<file path="src/hdl/hyper_pkg.sv">
package hyper_pkg;

    localparam int unsigned HYPER_NR_CS   = 2;
    localparam int unsigned HYPER_BURST_W = 12;
    localparam int unsigned HYPER_WAIT_W  = 8;  // latency and recovery counter width

    // host transaction request
    typedef struct packed {
        logic [31:0]              address;  // word address
        logic [HYPER_NR_CS-1:0]   cs;       // one-hot
        logic                     write;
        logic [HYPER_BURST_W-1:0] burst;    // words, 1 and up
    } hyper_trans_t;

    // command-address bit layout, msb first
    typedef struct packed {
        logic        rw_n;       // 1 = read
        logic        reg_space;  // 0 = memory
        logic        linear;     // 1 = linear burst
        logic [28:0] addr_hi;
        logic [12:0] rsvd;
        logic [2:0]  addr_lo;
    } hyper_ca_fields_t;

    // same 48 bits seen as three bus beats, beats[0] goes out first
    typedef union packed {
        hyper_ca_fields_t   fields;
        logic [0:2][15:0]   beats;
    } hyper_ca_u;

    typedef struct packed {
        logic [HYPER_NR_CS-1:0] cs_n;
        logic                   ck_en;
        logic [15:0]            dq;
        logic                   dq_oe;
        logic [1:0]             rwds;     // write byte mask, 1 = masked
        logic                   rwds_oe;
    } hyper_pad_out_t;

    typedef struct packed {
        logic [15:0] dq;
        logic        rwds;  // read word valid
    } hyper_pad_in_t;

    typedef enum logic [2:0] {
        IDLE,
        CMD,
        LATENCY,
        WRITE,
        READ,
        RECOVER
    } hyper_phase_e;

endpackage

</file>
<file path="src/hdl/hyper_timer.sv">
`timescale 1ns/1ps

module hyper_timer (
    input  logic                                 clk0,
    input  logic                                 rst_ni,
    input  logic                                 wait_load_i,
    input  logic [hyper_pkg::HYPER_WAIT_W-1:0]   wait_val_i,
    input  logic                                 burst_load_i,
    input  logic [hyper_pkg::HYPER_BURST_W-1:0]  burst_i,
    input  logic                                 beat_en_i,
    output logic                                 wait_done_o,
    output logic                                 burst_done_o
);
    import hyper_pkg::*;

    logic [HYPER_WAIT_W-1:0]  wait_q;
    logic [HYPER_BURST_W-1:0] beat_q;  // beats left after the current one

    // latency / recovery
    always_ff @(posedge clk0 or negedge rst_ni) begin
        if (!rst_ni) begin
            wait_q <= '0;
        end else if (wait_load_i) begin
            wait_q <= wait_val_i;
        end else if (wait_q != '0) begin
            wait_q <= wait_q - 1'b1;
        end
    end

    always_ff @(posedge clk0 or negedge rst_ni) begin
        if (!rst_ni) begin
            beat_q <= '0;
        end else if (burst_load_i) begin
            beat_q <= burst_i - 1'b1;
        end else if (beat_en_i && (beat_q != '0)) begin
            beat_q <= beat_q - 1'b1;
        end
    end

    assign wait_done_o  = (wait_q == '0);
    assign burst_done_o = (beat_q == '0);

    // after the last beat the sequencer must leave the data phase
    no_beat_after_done_a: assert property (@(posedge clk0) disable iff (!rst_ni)
        (beat_en_i && burst_done_o) |=> !beat_en_i);

endmodule

</file>
<file path="src/hdl/hyper_tx_path.sv">
`timescale 1ns/1ps

module hyper_tx_path (
    input  logic                                 clk0,
    input  logic                                 rst_ni,
    input  logic                                 capture_i,
    input  hyper_pkg::hyper_trans_t              trans_i,
    input  hyper_pkg::hyper_phase_e              phase_i,
    input  logic [1:0]                           beat_sel_i,
    input  logic                                 tx_valid_i,
    input  logic [15:0]                          tx_data_i,
    input  logic [1:0]                           tx_strb_i,
    output logic [hyper_pkg::HYPER_NR_CS-1:0]    cs_o,
    output logic                                 write_o,
    output logic [hyper_pkg::HYPER_BURST_W-1:0]  burst_o,
    output logic [15:0]                          dq_o,
    output logic [1:0]                           rwds_o
);
    import hyper_pkg::*;

    logic [31:0]              addr_q;
    logic [HYPER_BURST_W-1:0] burst_q;
    logic [HYPER_NR_CS-1:0]   cs_q;
    logic                     write_q;
    logic                     bus_active;
    hyper_ca_u                ca;

    always_ff @(posedge clk0 or negedge rst_ni) begin
        if (!rst_ni) begin
            cs_q    <= '0;
            write_q <= 1'b0;
        end else if (capture_i) begin
            cs_q    <= trans_i.cs;
            write_q <= trans_i.write;
        end
    end

    always_ff @(posedge clk0) begin
        if (capture_i) begin
            addr_q  <= trans_i.address;
            burst_q <= trans_i.burst;
        end
    end

    assign write_o = write_q;
    assign burst_o = burst_q;

    // device selected from first command beat through the last data word
    assign bus_active = phase_i inside {CMD, LATENCY, WRITE, READ};
    assign cs_o       = ~(cs_q & {HYPER_NR_CS{bus_active}});

    always_comb begin
        ca.fields.rw_n      = ~write_q;
        ca.fields.reg_space = 1'b0;
        ca.fields.linear    = 1'b1;
        ca.fields.addr_hi   = addr_q[31:3];
        ca.fields.rsvd      = '0;
        ca.fields.addr_lo   = addr_q[2:0];
    end

    always_comb begin
        dq_o   = '0;
        rwds_o = '0;
        case (phase_i)
            CMD: begin
                if (beat_sel_i != 2'd3) begin
                    dq_o = ca.beats[beat_sel_i];
                end
            end
            WRITE: begin
                if (tx_valid_i) begin
                    dq_o   = tx_data_i;
                    rwds_o = ~tx_strb_i;  // strobe high means byte written
                end else begin
                    rwds_o = 2'b11;  // no data this beat
                end
            end
            default: ;
        endcase
    end

endmodule

</file>
<file path="src/hdl/hyper_trans_fsm.sv">
`timescale 1ns/1ps

module hyper_trans_fsm #(
    parameter int unsigned WAIT_CYCLES = 6,
    parameter int unsigned RX_DEPTH    = 16
) (
    input  logic                                 clk0,
    input  logic                                 rst_ni,
    input  logic                                 trans_valid_i,
    output logic                                 trans_ready_o,
    input  logic                                 write_i,
    input  logic [hyper_pkg::HYPER_BURST_W-1:0]  burst_i,
    input  logic [$clog2(RX_DEPTH+1)-1:0]        rx_space_i,
    input  logic                                 wait_done_i,
    input  logic                                 burst_done_i,
    output logic                                 wait_load_o,
    output logic [hyper_pkg::HYPER_WAIT_W-1:0]   wait_val_o,
    output logic                                 burst_load_o,
    output logic                                 beat_en_o,
    output logic                                 capture_o,
    output hyper_pkg::hyper_phase_e              phase_o,
    output logic [1:0]                           beat_sel_o,
    output logic                                 ck_en_o,
    output logic                                 dq_oe_o,
    output logic                                 rwds_oe_o,
    output logic                                 tx_ready_o,
    output logic                                 rx_push_o,
    input  logic                                 pad_rwds_i
);
    import hyper_pkg::*;

    localparam logic [HYPER_WAIT_W-1:0] LAT_VAL = HYPER_WAIT_W'(2 * WAIT_CYCLES - 1);
    localparam logic [HYPER_WAIT_W-1:0] REC_VAL = HYPER_WAIT_W'(WAIT_CYCLES - 1);

    hyper_phase_e phase_q;
    hyper_phase_e phase_d;
    logic [1:0]   beat_q;
    logic         trans_seen_q;  // valid was up last idle cycle, tx path holds it
    logic         room;
    logic         cmd_last;
    logic         last_beat;

    // a read must fit in the fifo before it starts, the bus cannot stall
    assign room = write_i || (burst_i <= HYPER_BURST_W'(rx_space_i));

    assign trans_ready_o = (phase_q == IDLE) && trans_valid_i && trans_seen_q && room;
    assign capture_o     = (phase_q == IDLE);

    assign cmd_last  = (phase_q == CMD) && (beat_q == 2'd2);
    assign beat_en_o = (phase_q == WRITE) || ((phase_q == READ) && pad_rwds_i);
    assign last_beat = beat_en_o && burst_done_i;

    assign wait_load_o  = cmd_last || last_beat;
    assign wait_val_o   = (phase_q == CMD) ? LAT_VAL : REC_VAL;
    assign burst_load_o = cmd_last;

    always_comb begin
        phase_d = phase_q;
        case (phase_q)
            IDLE:    if (trans_ready_o) phase_d = CMD;
            CMD:     if (cmd_last) phase_d = LATENCY;
            LATENCY: if (wait_done_i) phase_d = write_i ? WRITE : READ;
            WRITE,
            READ:    if (last_beat) phase_d = RECOVER;
            RECOVER: if (wait_done_i) phase_d = IDLE;
            default: phase_d = IDLE;
        endcase
    end

    always_ff @(posedge clk0 or negedge rst_ni) begin
        if (!rst_ni) begin
            phase_q      <= IDLE;
            beat_q       <= 2'd0;
            trans_seen_q <= 1'b0;
        end else begin
            phase_q      <= phase_d;
            trans_seen_q <= (phase_q == IDLE) && trans_valid_i;
            if (phase_q == CMD) begin
                beat_q <= beat_q + 2'd1;
            end else begin
                beat_q <= 2'd0;
            end
        end
    end

    assign phase_o    = phase_q;
    assign beat_sel_o = beat_q;

    // pad controls decoded straight from the phase register
    assign ck_en_o    = phase_q inside {CMD, LATENCY, WRITE, READ};
    assign dq_oe_o    = phase_q inside {CMD, WRITE};
    assign rwds_oe_o  = (phase_q == WRITE);
    assign tx_ready_o = (phase_q == WRITE);
    assign rx_push_o  = (phase_q == READ) && pad_rwds_i;

    idle_not_data_a: assert property (@(posedge clk0) disable iff (!rst_ni)
        (phase_q == IDLE) |=> !(phase_q inside {WRITE, READ}));

    // whole read burst must fit in the receive fifo
    read_fits_a: assert property (@(posedge clk0) disable iff (!rst_ni)
        (phase_q == LATENCY && phase_d == READ) |-> (burst_i <= RX_DEPTH));

endmodule

</file>
<file path="src/hdl/hyper_rx_fifo.sv">
`timescale 1ns/1ps

module hyper_rx_fifo #(
    parameter int unsigned RX_DEPTH = 16
) (
    input  logic                           clk0,
    input  logic                           rst_ni,
    input  logic                           push_i,
    input  logic [15:0]                    data_i,
    output logic                           rx_valid_o,
    output logic [15:0]                    rx_data_o,
    input  logic                           rx_ready_i,
    output logic [$clog2(RX_DEPTH+1)-1:0]  space_o
);

    localparam int unsigned PTR_W = (RX_DEPTH > 1) ? $clog2(RX_DEPTH) : 1;
    localparam int unsigned CNT_W = $clog2(RX_DEPTH + 1);

    logic [15:0]      mem_q [RX_DEPTH];
    logic [PTR_W-1:0] wr_ptr_q;
    logic [PTR_W-1:0] rd_ptr_q;
    logic [CNT_W-1:0] count_q;
    logic             pop;

    function automatic logic [PTR_W-1:0] ptr_inc(input logic [PTR_W-1:0] ptr);
        if (ptr == PTR_W'(RX_DEPTH - 1)) begin
            return '0;
        end
        return ptr + 1'b1;
    endfunction

    assign pop = rx_valid_o && rx_ready_i;

    always_ff @(posedge clk0) begin
        if (push_i) begin
            mem_q[wr_ptr_q] <= data_i;
        end
    end

    always_ff @(posedge clk0 or negedge rst_ni) begin
        if (!rst_ni) begin
            wr_ptr_q <= '0;
            rd_ptr_q <= '0;
            count_q  <= '0;
        end else begin
            if (push_i) wr_ptr_q <= ptr_inc(wr_ptr_q);
            if (pop) rd_ptr_q <= ptr_inc(rd_ptr_q);
            case ({push_i, pop})
                2'b10:   count_q <= count_q + 1'b1;
                2'b01:   count_q <= count_q - 1'b1;
                default: ;  // both or neither
            endcase
        end
    end

    assign rx_valid_o = (count_q != '0);
    assign rx_data_o  = mem_q[rd_ptr_q];  // head word, holds until popped
    assign space_o    = CNT_W'(RX_DEPTH) - count_q;

    no_push_full_a: assert property (@(posedge clk0) disable iff (!rst_ni)
        push_i |-> (count_q != CNT_W'(RX_DEPTH)));

endmodule

</file>
<file path="src/hdl/hyper_phy.sv">
`timescale 1ns/1ps

module hyper_phy #(
    parameter int unsigned WAIT_CYCLES = 6,
    parameter int unsigned RX_DEPTH    = 16
) (
    input  logic                       clk0,
    input  logic                       rst_ni,
    // transaction requests
    input  logic                       trans_valid_i,
    input  hyper_pkg::hyper_trans_t    trans_i,
    output logic                       trans_ready_o,
    // write data
    input  logic                       tx_valid_i,
    input  logic [15:0]                tx_data_i,
    input  logic [1:0]                 tx_strb_i,
    output logic                       tx_ready_o,
    // read data
    output logic                       rx_valid_o,
    output logic [15:0]                rx_data_o,
    input  logic                       rx_ready_i,
    // device pads, one word per clk0
    output hyper_pkg::hyper_pad_out_t  pad_o,
    input  hyper_pkg::hyper_pad_in_t   pad_i
);
    import hyper_pkg::*;

    hyper_phase_e                  phase;
    logic [1:0]                    beat_sel;
    logic                          capture;
    logic                          latched_write;
    logic [HYPER_BURST_W-1:0]      latched_burst;
    logic                          wait_load;
    logic [HYPER_WAIT_W-1:0]       wait_val;
    logic                          wait_done;
    logic                          burst_load;
    logic                          burst_done;
    logic                          beat_en;
    logic                          rx_push;
    logic [$clog2(RX_DEPTH+1)-1:0] rx_space;

    hyper_trans_fsm #(
        .WAIT_CYCLES (WAIT_CYCLES),
        .RX_DEPTH    (RX_DEPTH)
    ) u_fsm (
        .clk0          (clk0),
        .rst_ni        (rst_ni),
        .trans_valid_i (trans_valid_i),
        .trans_ready_o (trans_ready_o),
        .write_i       (latched_write),
        .burst_i       (latched_burst),
        .rx_space_i    (rx_space),
        .wait_done_i   (wait_done),
        .burst_done_i  (burst_done),
        .wait_load_o   (wait_load),
        .wait_val_o    (wait_val),
        .burst_load_o  (burst_load),
        .beat_en_o     (beat_en),
        .capture_o     (capture),
        .phase_o       (phase),
        .beat_sel_o    (beat_sel),
        .ck_en_o       (pad_o.ck_en),
        .dq_oe_o       (pad_o.dq_oe),
        .rwds_oe_o     (pad_o.rwds_oe),
        .tx_ready_o    (tx_ready_o),
        .rx_push_o     (rx_push),
        .pad_rwds_i    (pad_i.rwds)
    );

    hyper_timer u_timer (
        .clk0         (clk0),
        .rst_ni       (rst_ni),
        .wait_load_i  (wait_load),
        .wait_val_i   (wait_val),
        .burst_load_i (burst_load),
        .burst_i      (latched_burst),
        .beat_en_i    (beat_en),
        .wait_done_o  (wait_done),
        .burst_done_o (burst_done)
    );

    hyper_tx_path u_tx_path (
        .clk0       (clk0),
        .rst_ni     (rst_ni),
        .capture_i  (capture),
        .trans_i    (trans_i),
        .phase_i    (phase),
        .beat_sel_i (beat_sel),
        .tx_valid_i (tx_valid_i),
        .tx_data_i  (tx_data_i),
        .tx_strb_i  (tx_strb_i),
        .cs_o       (pad_o.cs_n),
        .write_o    (latched_write),
        .burst_o    (latched_burst),
        .dq_o       (pad_o.dq),
        .rwds_o     (pad_o.rwds)
    );

    hyper_rx_fifo #(
        .RX_DEPTH (RX_DEPTH)
    ) u_rx_fifo (
        .clk0       (clk0),
        .rst_ni     (rst_ni),
        .push_i     (rx_push),
        .data_i     (pad_i.dq),
        .rx_valid_o (rx_valid_o),
        .rx_data_o  (rx_data_o),
        .rx_ready_i (rx_ready_i),
        .space_o    (rx_space)
    );

endmodule

</file>
<file path="config.mk">
export PLATFORM = sky130hd
export DESIGN_NAME = hyper_phy
export DESIGN_NICKNAME = d
export VERILOG_FILES = /design/src/hdl/hyper_pkg.sv /design/src/hdl/hyper_timer.sv /design/src/hdl/hyper_tx_path.sv /design/src/hdl/hyper_trans_fsm.sv /design/src/hdl/hyper_rx_fifo.sv /design/src/hdl/hyper_phy.sv
export SDC_FILE = /design/constraint.sdc
export NUM_CORES = 1
export LEC_CHECK = 0
export ABC_AREA = 1
export BUFFER_PORTS_ARGS = -buffer_cell sky130_fd_sc_hd__buf_2
export CORE_AREA = 2 2 156 219
export CTS_BUF_LIST = sky130_fd_sc_hd__clkbuf_8
export CTS_CLUSTER_DIAMETER = 120
export DETAILED_ROUTE_END_ITERATION = 10
export DIE_AREA = 0 0 158 221
export GPL_ROUTABILITY_DRIVEN = 0
export HOLD_SLACK_MARGIN = 0.1
export PLACE_DENSITY_LB_ADDON = 0.15
export SLEW_MARGIN = 20
export SYNTH_ARGS = -nofsm -noshare
export SYNTH_HDL_FRONTEND = slang
export SYNTH_SLANG_ARGS = --single-unit
export TNS_END_PERCENT = 10
</file>
<file path="constraint.sdc">
create_clock -name clk0 -period 2.5 [get_ports clk0]
set_input_delay 0.25 -clock clk0 [delete_from_list [all_inputs] [get_ports clk0]]
set_output_delay 0.25 -clock clk0 [all_outputs]
set_load 0.05 [all_outputs]
</file>
==> impl_metrics.yaml <==
timing:
  final_critical_path_setup_slack_ns: -0.198
  final_period_minus_worst_setup_slack_ns: 2.70
  fmax_mhz: 371
  tightest_pin_transition_ns: 0.744
  final_report_setup_violation_count: 10
  timing.max_slew.rel_slack_pct: 50.4
  finalHoldViolations: 0
  ratio_of_final_minimum_period_to_clock_period_pct: 108
  clock-skew-final_ns: 0.0469
  fin_tns_setup_ns: -0.617
  maxSlewViolCount: 0
  unrepaired_setup_endpoints_after_global_routing: "yes"
clock_network:
  clock_path_buffers: 3
  cts_clk_pin_slew_worst_paths_ns: 0.06
  tritoncts.num_buffers: 51
  cts-root-buf: "sky130_fd_sc_hd__clkbuf_8"
  clock_insertion_delay_worst_skew_ns: 0.61
  cts.sink_count: 342
  tritoncts_clock_tree: "yes"
  clock_tree.htree_level_count: 2
global_routing:
  globalRouteOverflowTotal: 0
  grt_pass1_vias: 10328
  grt_antenna_before_repair: 0
  grt_pass1_wl_um: 56800
  grt_start_max_net_pins: 66
  groute.usage.overall_pct: 21.2
setup_path:
  path_cells: "inv_2 -> ha_4 -> nand2_2 -> nor2_1 -> ha_2 -> ha_4 -> nand3_2 -> inv_2 -> nand2_2 -> nand3_2 -> nand2_2 -> nand2_2 -> inv_2 -> buf_8"
  timing.critical_path.to_type: "primary output"
  arrival_ns: 2.45
  critical-path-slowest-cell: "sky130_fd_sc_hd__dfrtp_1"
  critical_path.top_delay_family: "adder cells"
  cp.required_ns: 2.25
  timing.critical_path.mode_cell: "sky130_fd_sc_hd__nand2_2"
  crit_path_start_kind: "register"
  max_stage_delay_ns: 0.39
  criticalPathCategory: "reg2out"
  cp.buffers_inverters: 4
  critPathMaxFanout: 2
floorplanning:
  floorplan.initialDensity_pct: 44.2
  die_w_um: 158
  die_height_um: 221
  fp.dieArea_mm2: 0.0349
  ioPinCount: 129
  design.core.area_mm2: 0.0330
  row_count: 79
pwr:
  power.net_switching_mw: 9.19
  power.share.clock_pct: 20.4
  combinational_share_of_power_pct: 46.2
  netSwitchingFraction_pct: 41.7
  powerDensity_mw_per_mm2: 1190
  p_leak_nw: 6.97
  cell_internal_pwr_mw: 12.9
  worst_ir_drop_vdd_v: 0.000994
  seq_power_share_pct: 33.4
drt:
  routed-via-count: 10316
  wirelength_um: 38200
  drt_drc_violations_left: 0
  route.detailed.vias_per_inst: 5.28
  route.antenna.remaining_nets: 0
  wl_per_cell_um: 19.5
  initial_detailed_routing_violation_count: 614
  firstDrtPassIters: 5
synthesis:
  net_count_synth: 1317
  synth_edf_count: 300
  ys_ff_latch: 342
  netlist_instances: 1209
  syn-cell-area_mm2: 0.0146
  synth_commonest_cells: "300 x sky130_fd_sc_hd__edfxtp_1, 180 x sky130_fd_sc_hd__nor2_1, 159 x sky130_fd_sc_hd__o21ai_0, 138 x sky130_fd_sc_hd__nand2_1, 62 x sky130_fd_sc_hd__inv_1"
  synth_largest_type_area_fraction_pct: 61.8
  synth_most_common_cell: "sky130_fd_sc_hd__edfxtp_1"
  syn-mean-instance-area_um2: 12.1
  yosysTopAreaCell: "sky130_fd_sc_hd__edfxtp_1"
  synth.yosys.warnings: 0
  postSynth.asyncResetShare_pct: 12.3
  synthDistinctLibCells: 43
  ys.flop_type: "sky130_fd_sc_hd__edfxtp_1"
  ys_top_cells_by_area: "sky130_fd_sc_hd__edfxtp_1 62%, sky130_fd_sc_hd__dfrtp_1 7.2%, sky130_fd_sc_hd__o21ai_0 5.5%"
  yosysSeqAreaShare_pct: 69.0
finish:
  areaGrowthSynthToFinish_pct: 26.7
  finished_layout_cells: 1955
  fin_nets: 1576
  layout-drive-gt1-share_pct: 25.5
  diodes: 0
status:
  outcome: "finished, violations left"
  failing_checks: "negative setup slack"
place:
  place_inst: 1775
  place.port_buffers: 128
  place.detailed.hpwl_um: 21500
flow_run:
  cap_viol_max_count: 0
min_path:
  min-delay-path-class: "in2reg"
[per-layer routing]
| layer | part of all wire (%) | global-route usage, % | wire (µm) | vias to the layer above |
|---|---|---|---|---|
| met5 | 0 | 0 | 0 | - |
| met4 | 2.6 | 6.45 | 979 | 0 |
| met3 | 4.3 | 3.25 | 1640 | 63 |
| met2 | 54 | 39.2 | 20700 | 288 |
| met1 | 39 | 25.2 | 14800 | 5066 |
| li1 | - | - | - | 4899 |
[power by group through the flow]
stage / clock network (mW) / logic [mW] / registers (mW)
global route: 4.83 / 11.1 / 7.44
CTS: 4.59 / 9.58 / 7.36
floorplan: 0 / 6.33 / 7.34
global placement: 0 / 8.64 / 7.43
finish: 4.49 / 10.2 / 7.37
detailed placement: 0 / 8.71 / 7.45
[cells by family (layout without fill, tap and decap cells)]
family                     Yosys count  after routing  synth area share, %
xor gates and xnor gates            13             13                0.781
muxes                               10             10                0.686
AOI/OAI and AO/OA                  269            269                 11.2
adders and majority gates           21             21                 1.85
and+or+nand+nor                    422            422                 12.8
buffers and inverters              132            433                 3.81
DFF                                342            342                 69.0
[layout by cell type (no fill, tap or decap), types with 36 or more instances in the layout]
cell                              n
sky130_fd_sc_hd__dfrtp_1         39
sky130_fd_sc_hd__nor2_1         157
sky130_fd_sc_hd__o21ai_1         36
sky130_fd_sc_hd__nand2_1        126
sky130_fd_sc_hd__o221ai_1        45
sky130_fd_sc_hd__buf_2           97
sky130_fd_sc_hd__edfxtp_1       300
sky130_fd_sc_hd__inv_1           63
sky130_fd_sc_hd__clkbuf_8        54
sky130_fd_sc_hd__dlygate4sd3_1   66
sky130_fd_sc_hd__o21ai_0        122
sky130_fd_sc_hd__buf_4           58
[final timing paths]
path | from | slack (ns) | end | cells after the start
worst max-delay path | u_rx_fifo.count_q[0] | -0.20 | trans_ready_o | 14
worst min-delay path | pad_i[0] | 0.20 | u_rx_fifo.count_q[3] | 4
worst max register to register | u_rx_fifo.count_q[0] | 0.10 | u_rx_fifo.count_q[4] | 19
worst min register to register | u_rx_fifo.count_q[4] | 0.47 | u_rx_fifo.count_q[4] | 1
max in group asynchronous | rst_ni | 1.56 | u_rx_fifo.count_q[3] | 3
min in group asynchronous | rst_ni | 0.25 | u_rx_fifo.rd_ptr_q[2] | 2
[sequential cells by signal (all words and copies together), names as in the netlist]
| signal | cells |
|---|---|
| u_rx_fifo.rd_ptr_q | 4 |
| u_rx_fifo.count_q | 5 |
| u_fsm.phase_o | 3 |
| u_rx_fifo.mem_q | 256 |
| u_rx_fifo.wr_ptr_q | 4 |
| u_tx_path.cs_q | 2 |
| u_tx_path.burst_o | 12 |
| u_timer.wait_q | 8 |
| u_tx_path.addr_q | 32 |
| u_fsm.beat_sel_o | 2 |
| u_tx_path.write_o | 1 |
| u_fsm.trans_seen_q | 1 |
| u_timer.beat_q | 12 |
[cell type report]
| class | count | area, µm² |
|---|---|---|
| timing repair inverter | 1 | 8.76 |
| sequential | 342 | 10100 |
| multi-input combinational | 735 | 4180 |
| clock inverter | 41 | 268 |
| clock buffer | 54 | 743 |
| fill | 2814 | 14500 |
| inverter | 69 | 279 |
| tap | 445 | 557 |
| timing repair buffer | 268 | 2380 |
[worst reg2reg max path, cell delays in order (launching register included)]
cell and delay [ns]:
sky130_fd_sc_hd__dfrtp_1 0.36, sky130_fd_sc_hd__inv_2 0.06, sky130_fd_sc_hd__ha_4 0.16, sky130_fd_sc_hd__nand2_2 0.04, sky130_fd_sc_hd__nor2_1 0.04, sky130_fd_sc_hd__ha_2 0.18, sky130_fd_sc_hd__clkinvlp_4 0.07, sky130_fd_sc_hd__nand2_2 0.06
sky130_fd_sc_hd__inv_2 0.07, sky130_fd_sc_hd__ha_4 0.17, sky130_fd_sc_hd__inv_2 0.06, sky130_fd_sc_hd__fa_1 0.40, sky130_fd_sc_hd__inv_2 0.07, sky130_fd_sc_hd__a21oi_1 0.06, sky130_fd_sc_hd__nor2_1 0.09, sky130_fd_sc_hd__nor2_1 0.07
sky130_fd_sc_hd__nand2_1 0.06, sky130_fd_sc_hd__nand2_1 0.07, sky130_fd_sc_hd__nor2_2 0.10, sky130_fd_sc_hd__xor2_1 0.14
[timing repair]
| action | CTS | global route |
|---|---|---|
| pin swaps | 12 | 22 |
| hold buffers | 66 | 0 |
| setup endpoints to repair | 33 | 33 |
| cloned | 4 | 7 |
| buffers inserted | 6 | 3 |
| endpoints found under the hold margin | 335 | 0 |
| resized for setup | 72 | 79 |
[through the flow]
stage	total power, mW	worst slack (ns)	utilization (%)	hold WS, ns	area, µm²
2_1_floorplan	13.7	-0.0747	-	-0.0456	14600
4_1_cts	21.5	-0.316	55.1	0.156	18200
6_report	22.0	-0.198	56.0	0.199	18500
5_1_grt	23.4	-0.351	56.0	0.179	18500
3_5_place_dp	16.2	0.0187	49.0	0.361	16200
3_3_place_gp	16.1	0.0864	49.0	0.360	16200
Power figures use the tool's default switching activity.
